<file path="src/verilog/spi_bridge_pkg.sv">
package spi_bridge_pkg;

    // ******************************
    // SPI frame format and timing
    // ******************************

    localparam int SPI_WORD_BITS = 16;

    // One SCLK period is split into setup, rise, hold and fall phases.
    localparam int SPI_BIT_CLKS = 4;

    // Clocks with CS high after the tail before done is raised.
    localparam int SPI_GUARD_CLKS = 10;

    // CS fall, the bits, three tail clocks, CS rise and the guard time.
    localparam int SPI_FRAME_CLKS = 1 + SPI_WORD_BITS * SPI_BIT_CLKS + 3 + 1 + SPI_GUARD_CLKS;

    localparam int CMD_QUEUE_DEPTH = 4;

    // Upper byte of every reply from the peripheral.
    localparam logic [7:0] CHIP_STATUS = 8'h5A;

    // ******************************
    // SPI word
    // ******************************

    // The same word seen as the serial stream (MSB first) and as command fields.
    // In a read reply the rw and addr fields carry the status byte.
    typedef union packed {
        logic [SPI_WORD_BITS-1:0] raw;
        struct packed {
            logic       rw;
            logic [6:0] addr;
            logic [7:0] data;
        } cmd;
    } spi_word_u;

endpackage

</file>
<file path="src/verilog/cmd_queue.sv">
`timescale 1ns/10ps

module cmd_queue (
    input  logic                      clk,
    input  logic                      rst,
    input  logic                      push,
    input  spi_bridge_pkg::spi_word_u push_word,
    input  logic                      pop,
    output spi_bridge_pkg::spi_word_u head_word,
    output logic                      empty,
    output logic                      overflow
);
    import spi_bridge_pkg::*;

    spi_word_u mem [CMD_QUEUE_DEPTH];

    logic [$clog2(CMD_QUEUE_DEPTH)-1:0]   wr_ptr;
    logic [$clog2(CMD_QUEUE_DEPTH)-1:0]   rd_ptr;
    logic [$clog2(CMD_QUEUE_DEPTH+1)-1:0] count;
    logic                                 full;
    logic                                 do_push;
    logic                                 do_pop;

    assign full    = (int'(count) == CMD_QUEUE_DEPTH);
    assign empty   = (count == '0);
    assign do_push = push && !full;
    assign do_pop  = pop && !empty;

    assign head_word = mem[rd_ptr];

    always_ff @(posedge clk) begin
        if (do_push) begin
            mem[wr_ptr] <= push_word;
        end
    end

    // The depth is a power of two, so both pointers wrap by themselves.
    always_ff @(posedge clk or posedge rst) begin
        if (rst) begin
            wr_ptr   <= '0;
            rd_ptr   <= '0;
            count    <= '0;
            overflow <= 1'b0;
        end else begin
            overflow <= push && full;
            if (do_push) begin
                wr_ptr <= wr_ptr + 1'b1;
            end
            if (do_pop) begin
                rd_ptr <= rd_ptr + 1'b1;
            end
            case ({do_push, do_pop})
                2'b10:   count <= count + 1'b1;
                2'b01:   count <= count - 1'b1;
                default: count <= count;
            endcase
        end
    end

endmodule

</file>
<file path="src/verilog/spi_word_master.sv">
`timescale 1ns/10ps

module spi_word_master (
    input  logic                      clk,
    input  logic                      rst,
    input  logic                      start,
    input  spi_bridge_pkg::spi_word_u tx_word,
    output logic                      busy,
    output logic                      done,
    output spi_bridge_pkg::spi_word_u rx_lead,
    output spi_bridge_pkg::spi_word_u rx_trail,
    output logic                      sclk,
    output logic                      mosi,
    output logic                      cs_n,
    input  logic                      miso
);
    import spi_bridge_pkg::*;

    logic       launch;
    logic       cs_clk;
    logic       bit_run;
    logic       tail_run;
    logic       guard_run;
    logic [1:0] phase;
    logic [3:0] bit_cnt;
    logic [1:0] tail_cnt;
    logic [3:0] guard_cnt;

    logic ph_setup;
    logic ph_rise;
    logic ph_hold;
    logic ph_fall;
    logic last_bit;
    logic tail_trail;
    logic tail_end;

    spi_word_u tx_sh;
    spi_word_u lead_sh;
    spi_word_u trail_sh;

    assign launch = start && !busy;

    assign ph_setup = bit_run && (phase == 2'd0);
    assign ph_rise  = bit_run && (phase == 2'd1);
    assign ph_hold  = bit_run && (phase == 2'd2);
    assign ph_fall  = bit_run && (phase == 2'(SPI_BIT_CLKS - 1));
    assign last_bit = (bit_cnt == 4'(SPI_WORD_BITS - 1));

    // Tail clocks are numbered 1 to 3.
    assign tail_trail = tail_run && (tail_cnt == 2'd2);
    assign tail_end   = tail_run && (tail_cnt == 2'd3);

    // ******************************
    // Frame sequencing and pins
    // ******************************

    always_ff @(posedge clk or posedge rst) begin
        if (rst) begin
            busy      <= 1'b0;
            done      <= 1'b0;
            cs_clk    <= 1'b0;
            bit_run   <= 1'b0;
            tail_run  <= 1'b0;
            guard_run <= 1'b0;
            phase     <= '0;
            bit_cnt   <= '0;
            tail_cnt  <= '0;
            guard_cnt <= '0;
            sclk      <= 1'b0;
            mosi      <= 1'b0;
            cs_n      <= 1'b1;
        end else begin
            done   <= 1'b0;
            cs_clk <= 1'b0;

            if (launch) begin
                busy   <= 1'b1;
                cs_clk <= 1'b1;
                cs_n   <= 1'b0;
            end

            // One clock with CS low before the first bit.
            if (cs_clk) begin
                bit_run <= 1'b1;
                phase   <= '0;
                bit_cnt <= '0;
            end

            if (bit_run) begin
                phase <= phase + 1'b1;
                if (ph_setup) begin
                    mosi <= tx_sh.raw[SPI_WORD_BITS-1];
                end
                if (ph_rise) begin
                    sclk <= 1'b1;
                end
                if (ph_fall) begin
                    sclk <= 1'b0;
                    if (last_bit) begin
                        bit_run  <= 1'b0;
                        tail_run <= 1'b1;
                        tail_cnt <= 2'd1;
                    end else begin
                        bit_cnt <= bit_cnt + 1'b1;
                    end
                end
            end

            if (tail_run) begin
                tail_cnt <= tail_cnt + 1'b1;
                if (tail_end) begin
                    tail_run  <= 1'b0;
                    cs_n      <= 1'b1;
                    mosi      <= 1'b0;
                    guard_run <= 1'b1;
                    guard_cnt <= '0;
                end
            end

            // done lands right after the last guard clock, with busy already low.
            if (guard_run) begin
                guard_cnt <= guard_cnt + 1'b1;
                if (guard_cnt == 4'(SPI_GUARD_CLKS - 1)) begin
                    guard_run <= 1'b0;
                    busy      <= 1'b0;
                    done      <= 1'b1;
                end
            end
        end
    end

    // ******************************
    // Shift registers
    // ******************************

    // The lead point samples while SCLK is high. The trail point samples half a
    // bit later, after the fall, and for the last bit in the second tail clock.
    always_ff @(posedge clk) begin
        if (launch) begin
            tx_sh <= tx_word;
        end else if (ph_fall) begin
            tx_sh.raw <= {tx_sh.raw[SPI_WORD_BITS-2:0], 1'b0};
        end

        if (ph_hold) begin
            lead_sh.raw <= {lead_sh.raw[SPI_WORD_BITS-2:0], miso};
        end

        if ((ph_setup && bit_cnt != 4'd0) || tail_trail) begin
            trail_sh.raw <= {trail_sh.raw[SPI_WORD_BITS-2:0], miso};
        end

        if (tail_end) begin
            rx_lead  <= lead_sh;
            rx_trail <= trail_sh;
        end
    end

endmodule

</file>
<file path="src/verilog/spi_cmd_sequencer.sv">
`timescale 1ns/10ps

module spi_cmd_sequencer (
    input  logic                      clk,
    input  logic                      rst,
    input  logic                      q_empty,
    input  spi_bridge_pkg::spi_word_u q_word,
    output logic                      q_pop,
    input  logic                      trail_capture,
    output logic                      start,
    output spi_bridge_pkg::spi_word_u tx_word,
    input  logic                      busy,
    input  logic                      done,
    input  spi_bridge_pkg::spi_word_u rx_lead,
    input  spi_bridge_pkg::spi_word_u rx_trail,
    output logic                      rsp_valid,
    output logic [6:0]                rsp_addr,
    output logic [7:0]                rsp_status,
    output logic [7:0]                rsp_data
);
    import spi_bridge_pkg::*;

    logic      launch;
    logic      rd_pend;
    logic      rsp_take;
    logic [6:0] cur_addr;
    spi_word_u reply;

    // ******************************
    // Command issue
    // ******************************

    // The head word goes out in the same cycle it leaves the queue. The master
    // drops busy in its done cycle, so back-to-back frames have no gap.
    assign launch  = !q_empty && !busy;
    assign q_pop   = launch;
    assign start   = launch;
    assign tx_word = q_word;

    always_ff @(posedge clk or posedge rst) begin
        if (rst) begin
            rd_pend <= 1'b0;
        end else if (launch) begin
            rd_pend <= q_word.cmd.rw;
        end else if (done) begin
            rd_pend <= 1'b0;
        end
    end

    always_ff @(posedge clk) begin
        if (launch) begin
            cur_addr <= q_word.cmd.addr;
        end
    end

    // ******************************
    // Read results
    // ******************************

    assign reply    = trail_capture ? rx_trail : rx_lead;
    assign rsp_take = done && rd_pend;

    always_ff @(posedge clk or posedge rst) begin
        if (rst) begin
            rsp_valid <= 1'b0;
        end else begin
            rsp_valid <= rsp_take;
        end
    end

    // Status sits where the command had rw and addr; data keeps its place.
    always_ff @(posedge clk) begin
        if (rsp_take) begin
            rsp_addr   <= cur_addr;
            rsp_status <= {reply.cmd.rw, reply.cmd.addr};
            rsp_data   <= reply.cmd.data;
        end
    end

endmodule

</file>
<file path="src/verilog/spi_bridge_top.sv">
`timescale 1ns/10ps

module spi_bridge_top (
    input  logic                      clk,
    input  logic                      rst,
    input  logic                      cmd_push,
    input  spi_bridge_pkg::spi_word_u cmd_word,
    output logic                      cmd_overflow,
    input  logic                      trail_capture,
    output logic                      rsp_valid,
    output logic [6:0]                rsp_addr,
    output logic [7:0]                rsp_status,
    output logic [7:0]                rsp_data,
    output logic                      sclk,
    output logic                      mosi,
    output logic                      cs_n,
    input  logic                      miso
);
    import spi_bridge_pkg::*;

    spi_word_u q_word;
    spi_word_u tx_word;
    spi_word_u rx_lead;
    spi_word_u rx_trail;
    logic      q_empty;
    logic      q_pop;
    logic      start;
    logic      busy;
    logic      done;

    cmd_queue cmd_queue_i (
        .clk       (clk),
        .rst       (rst),
        .push      (cmd_push),
        .push_word (cmd_word),
        .pop       (q_pop),
        .head_word (q_word),
        .empty     (q_empty),
        .overflow  (cmd_overflow)
    );

    spi_cmd_sequencer spi_cmd_sequencer_i (
        .clk           (clk),
        .rst           (rst),
        .q_empty       (q_empty),
        .q_word        (q_word),
        .q_pop         (q_pop),
        .trail_capture (trail_capture),
        .start         (start),
        .tx_word       (tx_word),
        .busy          (busy),
        .done          (done),
        .rx_lead       (rx_lead),
        .rx_trail      (rx_trail),
        .rsp_valid     (rsp_valid),
        .rsp_addr      (rsp_addr),
        .rsp_status    (rsp_status),
        .rsp_data      (rsp_data)
    );

    spi_word_master spi_word_master_i (
        .clk      (clk),
        .rst      (rst),
        .start    (start),
        .tx_word  (tx_word),
        .busy     (busy),
        .done     (done),
        .rx_lead  (rx_lead),
        .rx_trail (rx_trail),
        .sclk     (sclk),
        .mosi     (mosi),
        .cs_n     (cs_n),
        .miso     (miso)
    );

endmodule

</file>
<file path="config.mk">
export PLATFORM = sky130hd
export DESIGN_NAME = spi_bridge_top
export DESIGN_NICKNAME = d
export VERILOG_FILES = /design/src/verilog/spi_bridge_pkg.sv /design/src/verilog/cmd_queue.sv /design/src/verilog/spi_word_master.sv /design/src/verilog/spi_cmd_sequencer.sv /design/src/verilog/spi_bridge_top.sv
export SDC_FILE = /design/constraint.sdc
export NUM_CORES = 1
export LEC_CHECK = 0
export BUFFER_PORTS_ARGS = -buffer_cell sky130_fd_sc_hd__clkbuf_2
export CELL_PAD_IN_SITES_DETAIL_PLACEMENT = 2
export CELL_PAD_IN_SITES_GLOBAL_PLACEMENT = 2
export CORE_AREA = 2 2 149 151
export CTS_BUF_LIST = sky130_fd_sc_hd__clkbuf_16
export DETAILED_ROUTE_END_ITERATION = 10
export DIE_AREA = 0 0 151 153
export PLACE_DENSITY_LB_ADDON = 0.3
export SYNTH_ARGS = -nofsm -noshare
export SYNTH_HDL_FRONTEND = slang
export SYNTH_HIERARCHICAL = 1
export SYNTH_SLANG_ARGS = --single-unit
</file>
<file path="constraint.sdc">
create_clock -name clk -period 3.1 [get_ports clk]
set_input_delay 0.62 -clock clk [delete_from_list [all_inputs] [get_ports clk]]
set_output_delay 0.62 -clock clk [all_outputs]
set_load 0.005 [all_outputs]
</file>
# Word level (Yosys, flattened, before mapping)
# Memory sizes are Yosys's and may differ from the RTL's.
# Index checks and enable logic that the tools add are counted.
[op_classes] reduce_logical=33 mux=49 n_eq_ne=10 n_addsub=8
[ops] operator="$mux 16" n=3
[ops] operator="$mux 1" n=32
[ops] operator="$mux 4" n=7
[ops] operator="$reduce_bool 2->1" n=10
[ops] operator="$logic_and 1x1->1" n=13
[ops] operator="$mux 2" n=6
[ops] operator="$eq 2x2->1 const B" n=5
[ops] operator="$add 2x1->2 const B" n=4
[ops] operator="$add 4x1->4 const B" n=2
[ops] operator="$eq 4x4->1 const B" n=2
[ops] operator="$pmux 3 s2" n=1
[ops] operator="$eq 2x1->1 const B" n=2
[ops] operator="$reduce_and 2->1" n=2
[ops] operator="$reduce_bool 4->1" n=1
[ops] operator="$add 3x1->3 const B" n=1
[ops] operator="$eq 3x3->1 const B" n=1
[ops] operator="$logic_not 1->1" n=3
[ops] operator="$logic_not 3->1" n=1
[ops] operator="$reduce_and 3->1" n=1
[ops] operator="$sub 3x1->3 const B" n=1
[ops] operator="$logic_not 2->1" n=1
[ops] operator="$logic_or 1x1->1" n=1
[word_totals] memories=1 output_inout_bits=28 word_cells=129 input_bits=21 mem_bits_rw=64 regBits=141
[memory_table] name="cmd_queue_i.mem" words=4 width=16 rd=1 rd_clocked_by_memory_dff=0 wr=1 line_no="cmd_queue.sv:15" text="spi_word_u mem [CMD_QUEUE_DEPTH];"

# Depth between registers and ports, before layout
# Gate-level depths: netlist (run 1).
[logic_depth] ltp_word=7 ltp_mapped=9 ltp_nobuf=9

# Modules after synthesis
# The synthesis (run 1) kept the hierarchy.
[modules_own_cells] module="spi_word_master" instances=1 cells_each=201 seq_area_each_um2=2929.1 area_per_inst_um2=3713.6
[modules_own_cells] module="cmd_queue" instances=1 cells_each=124 seq_area_each_um2=2122.0 area_per_inst_um2=2803.9
[modules_own_cells] module="spi_cmd_sequencer" instances=1 cells_each=72 seq_area_each_um2=950.9 area_per_inst_um2=1358.8

# Least setup slack after synthesis (run 1)
# OpenSTA, ideal clock, no wires.
[synth_path] path_kind="register to register" start="register spi_word_master_i.bit_cnt[0]" end="register spi_word_master_i/trail_sh[0] (netlist bit), enable pin" period_less_slack_ns=2.323 n_path_buf=0 arrival_time_ns=1.911 setup_time_ns=0.411 path_slack_ns=0.777 stages_incl_launch_ff=5 required_ns=2.689 cell_sequence="dfrtp_1 inv_1 ha_1 nor3b_1 o21ai_0"
[synth_via] elab_chain_cells=3
[synth_lines] item="start: declaration" line_no="spi_word_master.sv:25" text="logic [3:0] bit_cnt;"
[synth_lines] item="start signal: assignment" line_no="spi_word_master.sv:104" text="bit_cnt <= bit_cnt + 1'b1;"
[synth_lines] item="$reduce_bool 4->1" line_no="spi_word_master.sv:149" text="if ((ph_setup && bit_cnt != 4'd0) || tail_trail) begin"
[synth_lines] item="$logic_and 1x1->1" line_no="spi_word_master.sv:149"
[synth_lines] item="$logic_or 1x1->1" line_no="spi_word_master.sv:149"
[synth_lines] item="end: declaration" line_no="spi_word_master.sv:39" text="spi_word_u trail_sh;"
# No other way between the ends.
# A chain may end at the register's enable or synchronous reset.

# Final worst setup path (run 1)
[layout_path] start="register cmd_queue_i.count[0]" end="register cmd_queue_i.count[2]"
[layout_via] elab_chain_cells=6 elab_cells_between_ends=13 cone_classes="add/sub: 2; eq/ne: 3; mux: 1; reduce/logical: 7"
[layout_lines] item="start: declaration" line_no="cmd_queue.sv:19" text="logic [$clog2(CMD_QUEUE_DEPTH+1)-1:0] count;"
[layout_lines] item="start signal: assignment" line_no="cmd_queue.sv:53" text="2'b10: count <= count + 1'b1;"
[layout_lines] item="start signal: assignment" line_no="cmd_queue.sv:54" text="2'b01: count <= count - 1'b1;"
[layout_lines] item="start signal: assignment" line_no="cmd_queue.sv:55" text="default: count <= count;"
[layout_lines] item="$logic_not 3->1 *" line_no="cmd_queue.sv:25" text="assign empty = (count == '0);"
[layout_lines] item="via q_empty" line_no="spi_bridge_top.sv:25" text="logic q_empty;"
[layout_lines] item="$logic_not 1->1 *" line_no="spi_cmd_sequencer.sv:35" text="assign launch = !q_empty && !busy;"
[layout_lines] item="$logic_and 1x1->1 *" line_no="spi_cmd_sequencer.sv:35"
[layout_lines] item="via q_pop" line_no="spi_bridge_top.sv:26" text="logic q_pop;"
[layout_lines] item="$logic_and 1x1->1 *" line_no="cmd_queue.sv:27" text="assign do_pop = pop && !empty;"
[layout_lines] item="via cmd_queue_i.do_pop" line_no="cmd_queue.sv:22" text="logic do_pop;"
[layout_lines] item="$eq 2x1->1 or $eq 2x2->1 (tied branches)" line_no="cmd_queue.sv:52" text="case ({do_push, do_pop})"
[layout_lines] item="$pmux 3 s2 or $reduce_bool 2->1 (tied branches)"
# Mark *: on every way through the listed nets, which the timed path passes. The rest lies on a longest branch.

==> metrics.txt, run 1 <==
mapped cell area=7880 sq um; Core Box Area=21,500 sq um; clk root buf=clkbuf_16; Setup crit end kind=register; Ant. Diodes=0; Post-DRT Antenna Nets=0; Iter 0 DRT Violations=190; CTS Hold Buffers Added=0; Synth top area share=0.663; fin util=0.417; nets=489; drt drc=0; clock slew at the register clock pins of the worst setup and hold paths=60 ps; Die ar.=23,100 sq um; Worst EP required=3520 ps; status=finished, final reports clean; Die W=151 um; maximum VDD drop=0.534 mV; syn_nets=434; #FFs+latches synth=205; GRT Util Overall=0.128; crit path launch type=register; Final setup viols=0; TNS Setup=0 ps; Mapped Cells=397; wire per inst=19.1 um; final wirelength=14,300 um; Commonest cells post-synth=edfxtp_1 (174), dfrtp_1 (30), inv_1 (19); slew at the pin with the worst max-slew slack=909 ps; largest net degree at the start of global routing=35; top_reg_cell synth=edfxtp_1; post-synthesis async set-or-reset flop share=0.151; Yosys top cell by area=edfxtp_1; first-pass GRT wire length=22,700 um; chip height=153 um; cts bufs inserted=23; synth top area cells=edfxtp_1 (66%), dfrtp_1 (9.5%), mux2_4 (3.2%); Initial Util=0.367; Via-to-Cell Ratio=4.69; Avg Cell Area, Syn=19.8 sq um; RD Place Congestion=0.682; leakage=0.00333 uW; most common cell in the netlist=edfxtp_1; minimum clock period=2250 ps; Slew Viols, Final=0; layout cells sized above 1=0.290; Tot Pwr=7880 uW; synth warn=6; post-DP HPWL=9320 um; Ports=49; post-CTS resize count=0; number of flops mapped to enable cells by yosys=174; DRT Pass-1 Iters=4; Crit path arrival time=2670 ps; worst-skew pair later-pin latency=510 ps; I/O Buffers=48; number of global-route vias before repair=4,042; hold crit path type=input pin to asynchronous set/reset pin; Final Cycle Share=0.724; CTS max path bufs=3; Slew HR=0.393; Setup Skew=14.5 ps; H-tree depth=1; Setup Buffers After CTS=0; WS Path Type=register to register; Pwr per Cell Area=879 nW/um^2; Cell variety after synth=43; fmax=445 MHz; # clock sinks=205; max-cap viol count=0; Syn-to-layout area delta=13.9%; Fin. Hold Viols=0; RSZ-0062 raised after global routing=false; peak fanout along the critical path=5; Overflow after GRT=0; sequential area share after synthesis=0.762; TritonCTS clock tree=done; vias=3,513; initial antenna violation count=0; Row Count=54
## worst max-delay path, cell delays in order, from the launching register on
cell	delay, ps
dfrtp_1	450
nor3_1	90
nor2_1	220
o31a_1	260
ha_1	220
inv_1	70
fa_1	390
xor2_1	160
nor2_1	130
xor2_1	160
## through the flow
stage	setup slack [ps]	instances	hold slack (ps)	instance area [sq um]
6_report	854	749	51.4	8970
5_1_grt	742	749	31.8	8970
4_1_cts	827	749	25.7	8970
3_5_place_dp	906	707	412	8290
3_3_place_gp	1040	707	407	8290
2_1_floorplan	777	397	361	7880
## cells in the final DEF (no fill, tap or decap), types with 3 or more instances in the layout
cell | synthesis | routed
clkbuf_16 | 0 | 23
xor2_1 | 4 | 4
mux4_1 | 8 | 8
dfrtp_1 | 30 | 30
mux4_2 | 8 | 8
edfxtp_1 | 174 | 174
nor2_1 | 9 | 9
clkbuf_2 | 0 | 48
and2_1 | 7 | 7
mux2_2 | 17 | 17
clkinv_1 | 0 | 7
clkinv_2 | 0 | 4
nand2_1 | 13 | 13
o21ai_0 | 4 | 3
ha_1 | 15 | 15
nand3_1 | 5 | 5
buf_4 | 18 | 10
mux2_4 | 17 | 17
a21oi_1 | 6 | 6
inv_1 | 19 | 25
xnor2_1 | 3 | 3
mux2i_1 | 6 | 6
## final cells by class
class                      count  area, sq um
fill                        2020        12500
timing repair buffer          58          315
tap                          280          350
multi-input combinational    145         1550
sequential                   205         6000
clock buffer                  23          576
inverter                      19         71.3
clock inverter                19          108
## flip-flops by register name, summed over array words and instances (netlist names), 7 cells and up
name,flops
spi_cmd_sequencer_i/rsp_status,8
spi_word_master_i/tx_sh,16
cmd_queue_i/mem,64
spi_word_master_i/rx_trail,16
spi_word_master_i/trail_sh,16
spi_cmd_sequencer_i/rsp_data,8
spi_word_master_i/lead_sh,16
spi_cmd_sequencer_i/rsp_addr,7
spi_cmd_sequencer_i/cur_addr,7
spi_word_master_i/rx_lead,16
## metal layers
layer / track usage / share of wire / up-vias
met5: 0 / 0 / -
met4: 0.0396 / 0.027 / 0
met3: 0.0257 / 0.035 / 28
met2: 0.232 / 0.53 / 60
met1: 0.153 / 0.41 / 1824
li1: - / - / 1601
## power by group
part | leakage (uW) | total [uW] | switching [uW] | internal (uW)
Combinational | 0.000999 | 1330 | 739 | 590
Clock | 0.000361 | 2450 | 1030 | 1420
Sequential | 0.00197 | 4100 | 349 | 3750
Total | 0.00333 | 7880 | 2120 | 5770
## cells by family after synthesis
| kind of cell | count (synthesis) | share of synthesized area |
|---|---|---|
| AO/OA/AOI/OAI | 19 | 0.0175 |
| XOR/XNOR | 7 | 0.00778 |
| adder cells (fa/ha/maj) | 16 | 0.0264 |
| buffers and inverters | 47 | 0.0415 |
| flip-flops | 205 | 0.762 |
| multiplexers | 56 | 0.114 |
| AND/OR/NAND/NOR | 47 | 0.0310 |
## final timing paths
kind / cells after the start / slack (ps) / end / start
max: 9 / 850 / cmd_queue_i/count[2] / cmd_queue_i/count[0]
min: 2 / 50 / spi_cmd_sequencer_i/rd_pend / rst
max reg2reg: 9 / 850 / cmd_queue_i/count[2] / cmd_queue_i/count[0]
min reg2reg: 0 / 410 / spi_cmd_sequencer_i/rsp_addr[2] / spi_cmd_sequencer_i/cur_addr[2]
max in group asynchronous: 2 / 2170 / spi_word_master_i/mosi / rst
min in group clk: 1 / 310 / spi_word_master_i/lead_sh[0] / miso
(Power assumes the default switching activity.)
==> run 2, diff against run 1 <==
==> constraint.sdc (replaced) <==
create_clock -name clk -period 1.95 [get_ports clk]
set_input_delay 0.39 -clock clk [delete_from_list [all_inputs] [get_ports clk]]
set_output_delay 0.39 -clock clk [all_outputs]
set_load 0.005 [all_outputs]
==> run 2 against run 1 <==
  * Non-clock buffer count grew 11
  * Clock skew grew 10 ps
  * Die area is the same
  * Critical endpoint is now spi_word_master_i/tx_sh[12]
  * Largest cell class unchanged
  * Largest power group unchanged
  * Highest routed layer unchanged
==> metrics.txt, run 2 (synthesis gave the netlist of run 1 again) <==
Setup WS pre-CTS=-41.4 ps (-947 ps); met2 Usage GRT=0.239 (+0.00693); met1 Use GR=0.156 (+0.00290); final wirelength=14,500 um (+1.3%); Die W=151 um (unchanged); commonest non-fill, non-tap cell in the layout=edfxtp_1; worst path cell trace=nor3_2 -> nor2_4 -> buf_4 -> nor2b_4 -> buf_4 -> mux2_2; Syn-to-layout area delta=15.5%; clk root buf=clkbuf_16; I/O Buffers=48 (unchanged); Final Cycle Share=0.954 (+0.230); routing usage on met3=0.0248 (-0.000896); reg2reg path depth=6 (-3); DRT Pass-1 Iters=4 (unchanged); slew at the pin with the worst max-slew slack=402 ps (-507 ps); number of flip-flops in the largest register=64 (unchanged); vias=3,529 (+0.46%); Ant. Diodes=0 (unchanged); hold crit path type=input pin to register; peak fanout along the critical path=18 (+13); RR Startpoint=cmd_queue_i/count[0]; WS Path Type=register to register; GRT Util Overall=0.130 (+0.00210); RD Place Congestion=0.704 (+3.2%); H-tree depth=1 (unchanged); worst r2r dst=spi_word_master_i/tx_sh[12]; initial antenna violation count=0 (unchanged); Post-DRT Antenna Nets=0 (unchanged); Reg2Reg Setup Slack=90 ps (-770 ps); Via-to-Cell Ratio=4.64 (-1.0%); Ports=49 (unchanged); Final setup viols=0 (unchanged); layout cells sized above 1=0.317 (+0.0267); Levels on crit path=6 (-3); TNS Setup=0 ps (unchanged); largest net degree at the start of global routing=35 (unchanged); worst setup path endpoint=spi_word_master_i/tx_sh[12]; Slew Viols, Final=0 (unchanged); crit path buf inv count=2 (+1); fmax=537 MHz (+21%); Die ar.=23,100 sq um (unchanged); maximum VDD drop=0.891 mV (+67%); minimum clock period=1860 ps (-385 ps); wire per inst=19.1 um (-0.17%); Iter 0 DRT Violations=142 (-25%); most frequent cells in the layout=edfxtp_1 (174), clkbuf_2 (48), dfrtp_1 (28); TritonCTS clock tree=done; Slew HR=0.732 (+0.339); most frequent CP cell=buf_4; clock slew at the register clock pins of the worst setup and hold paths=60 ps (about the same); # clock sinks=205 (unchanged); fin worst setup slack=89.3 ps (-765 ps); Worst path slowest cell=dfrtp_2; crit path launch type=register; worst setup path start=cmd_queue_i/count[0]; Most Crowded Layer GR=met2; final-layout fill cell count=2,052 (+1.6%); Pwr per Cell Area=1380 nW/um^2 (+57%); Worst Hold Slack=83.6 ps (+32.2 ps); Initial Util=0.367 (unchanged); family with the most delay on the worst path=buffers and inverters; Row Count=54 (unchanged); leakage=0.00339 uW (+1.7%); Overflow after GRT=0 (unchanged); RSZ-0062 raised after global routing=true; Setup crit end kind=register; nets=500 (+2.2%); post-DP HPWL=9580 um (+2.8%); max-cap viol count=0 (unchanged); most flop-heavy register=cmd_queue_i/mem; Worst EP required=2180 ps (-1340 ps); worst-skew pair later-pin latency=500 ps (about the same); cts bufs inserted=23 (unchanged); Crit path arrival time=2090 ps (-580 ps); status=finished, final reports clean; max incr delay on CP=430 ps (-20 ps); number of global-route vias before repair=4,025 (-0.42%); first-pass GRT wire length=22,900 um (+0.51%); drt drc=0 (unchanged); Fin. Hold Viols=0 (unchanged); Core Box Area=21,500 sq um (unchanged); CTS max path bufs=3 (unchanged); chip height=153 um (unchanged); Setup Skew=24.7 ps (+10.2 ps)
==> run 2: where the power goes <==
group          total [uW]  switching [uW]  internal (uW)
Sequential           6440             476           5970
Combinational        2370            1310           1060
Clock                3740            1600           2130
Total               12500            3390           9160
==> run 2: through the flow <==
stage	util	area (sq um)	std cells	total power [uW]
after floorplan	-	7890	397	8280
after global placement	0.391	8390	714	8690
after detailed placement	0.391	8390	714	8940
after CTS	0.422	9070	758	12800
after global routing	0.423	9100	760	13200
final	0.423	9100	760	12500
==> run 2: timing repair <==
action | 4_1_cts | 5_1_grt
pin swaps | 0 | 4
hold buffers | 1 | 0
resized for setup | 1 | 3
buffers inserted | 1 | 2
hold endpoints to repair | 30 | 0
endpoints found under the setup margin | 1 | 2
==> run 2: metal layers <==
layer  vias to the layer above  part of all wire  routed length (um)
met5                         -                 0                   0
li1                       1619                 -                   -
met4                         0             0.019                 269
met1                      1823              0.41                5940
met3                        19             0.035                 501
met2                        68              0.54                7780
==> run 2: layout make-up <==
type	instances	area, sq um	share of cell area
Clock inverter	19	85.1	0.00935
Sequential cell	205	6000	0.660
Inverter	19	71.3	0.00784
Tap cell	280	350	0.0385
Clock buffer	23	576	0.0633
Timing Repair Buffer	69	438	0.0481
Multi-Input combinational cell	145	1570	0.173
==> run 2: how the worst min path moves through the flow <==
stage / from / endpoint / slack [ps] / depth (start not counted)
4_1_cts: miso / spi_word_master_i/trail_sh[0] / 60 / 1
6_report: miso / spi_word_master_i/trail_sh[0] / 80 / 1
3_3_place_gp: rst / spi_cmd_sequencer_i/rsp_valid / 270 / 2
5_1_grt: miso / spi_word_master_i/lead_sh[0] / 80 / 1
2_1_floorplan: rst / spi_cmd_sequencer_i/rd_pend / 130 / 1
3_5_place_dp: rst / spi_cmd_sequencer_i/rsp_valid / 270 / 2
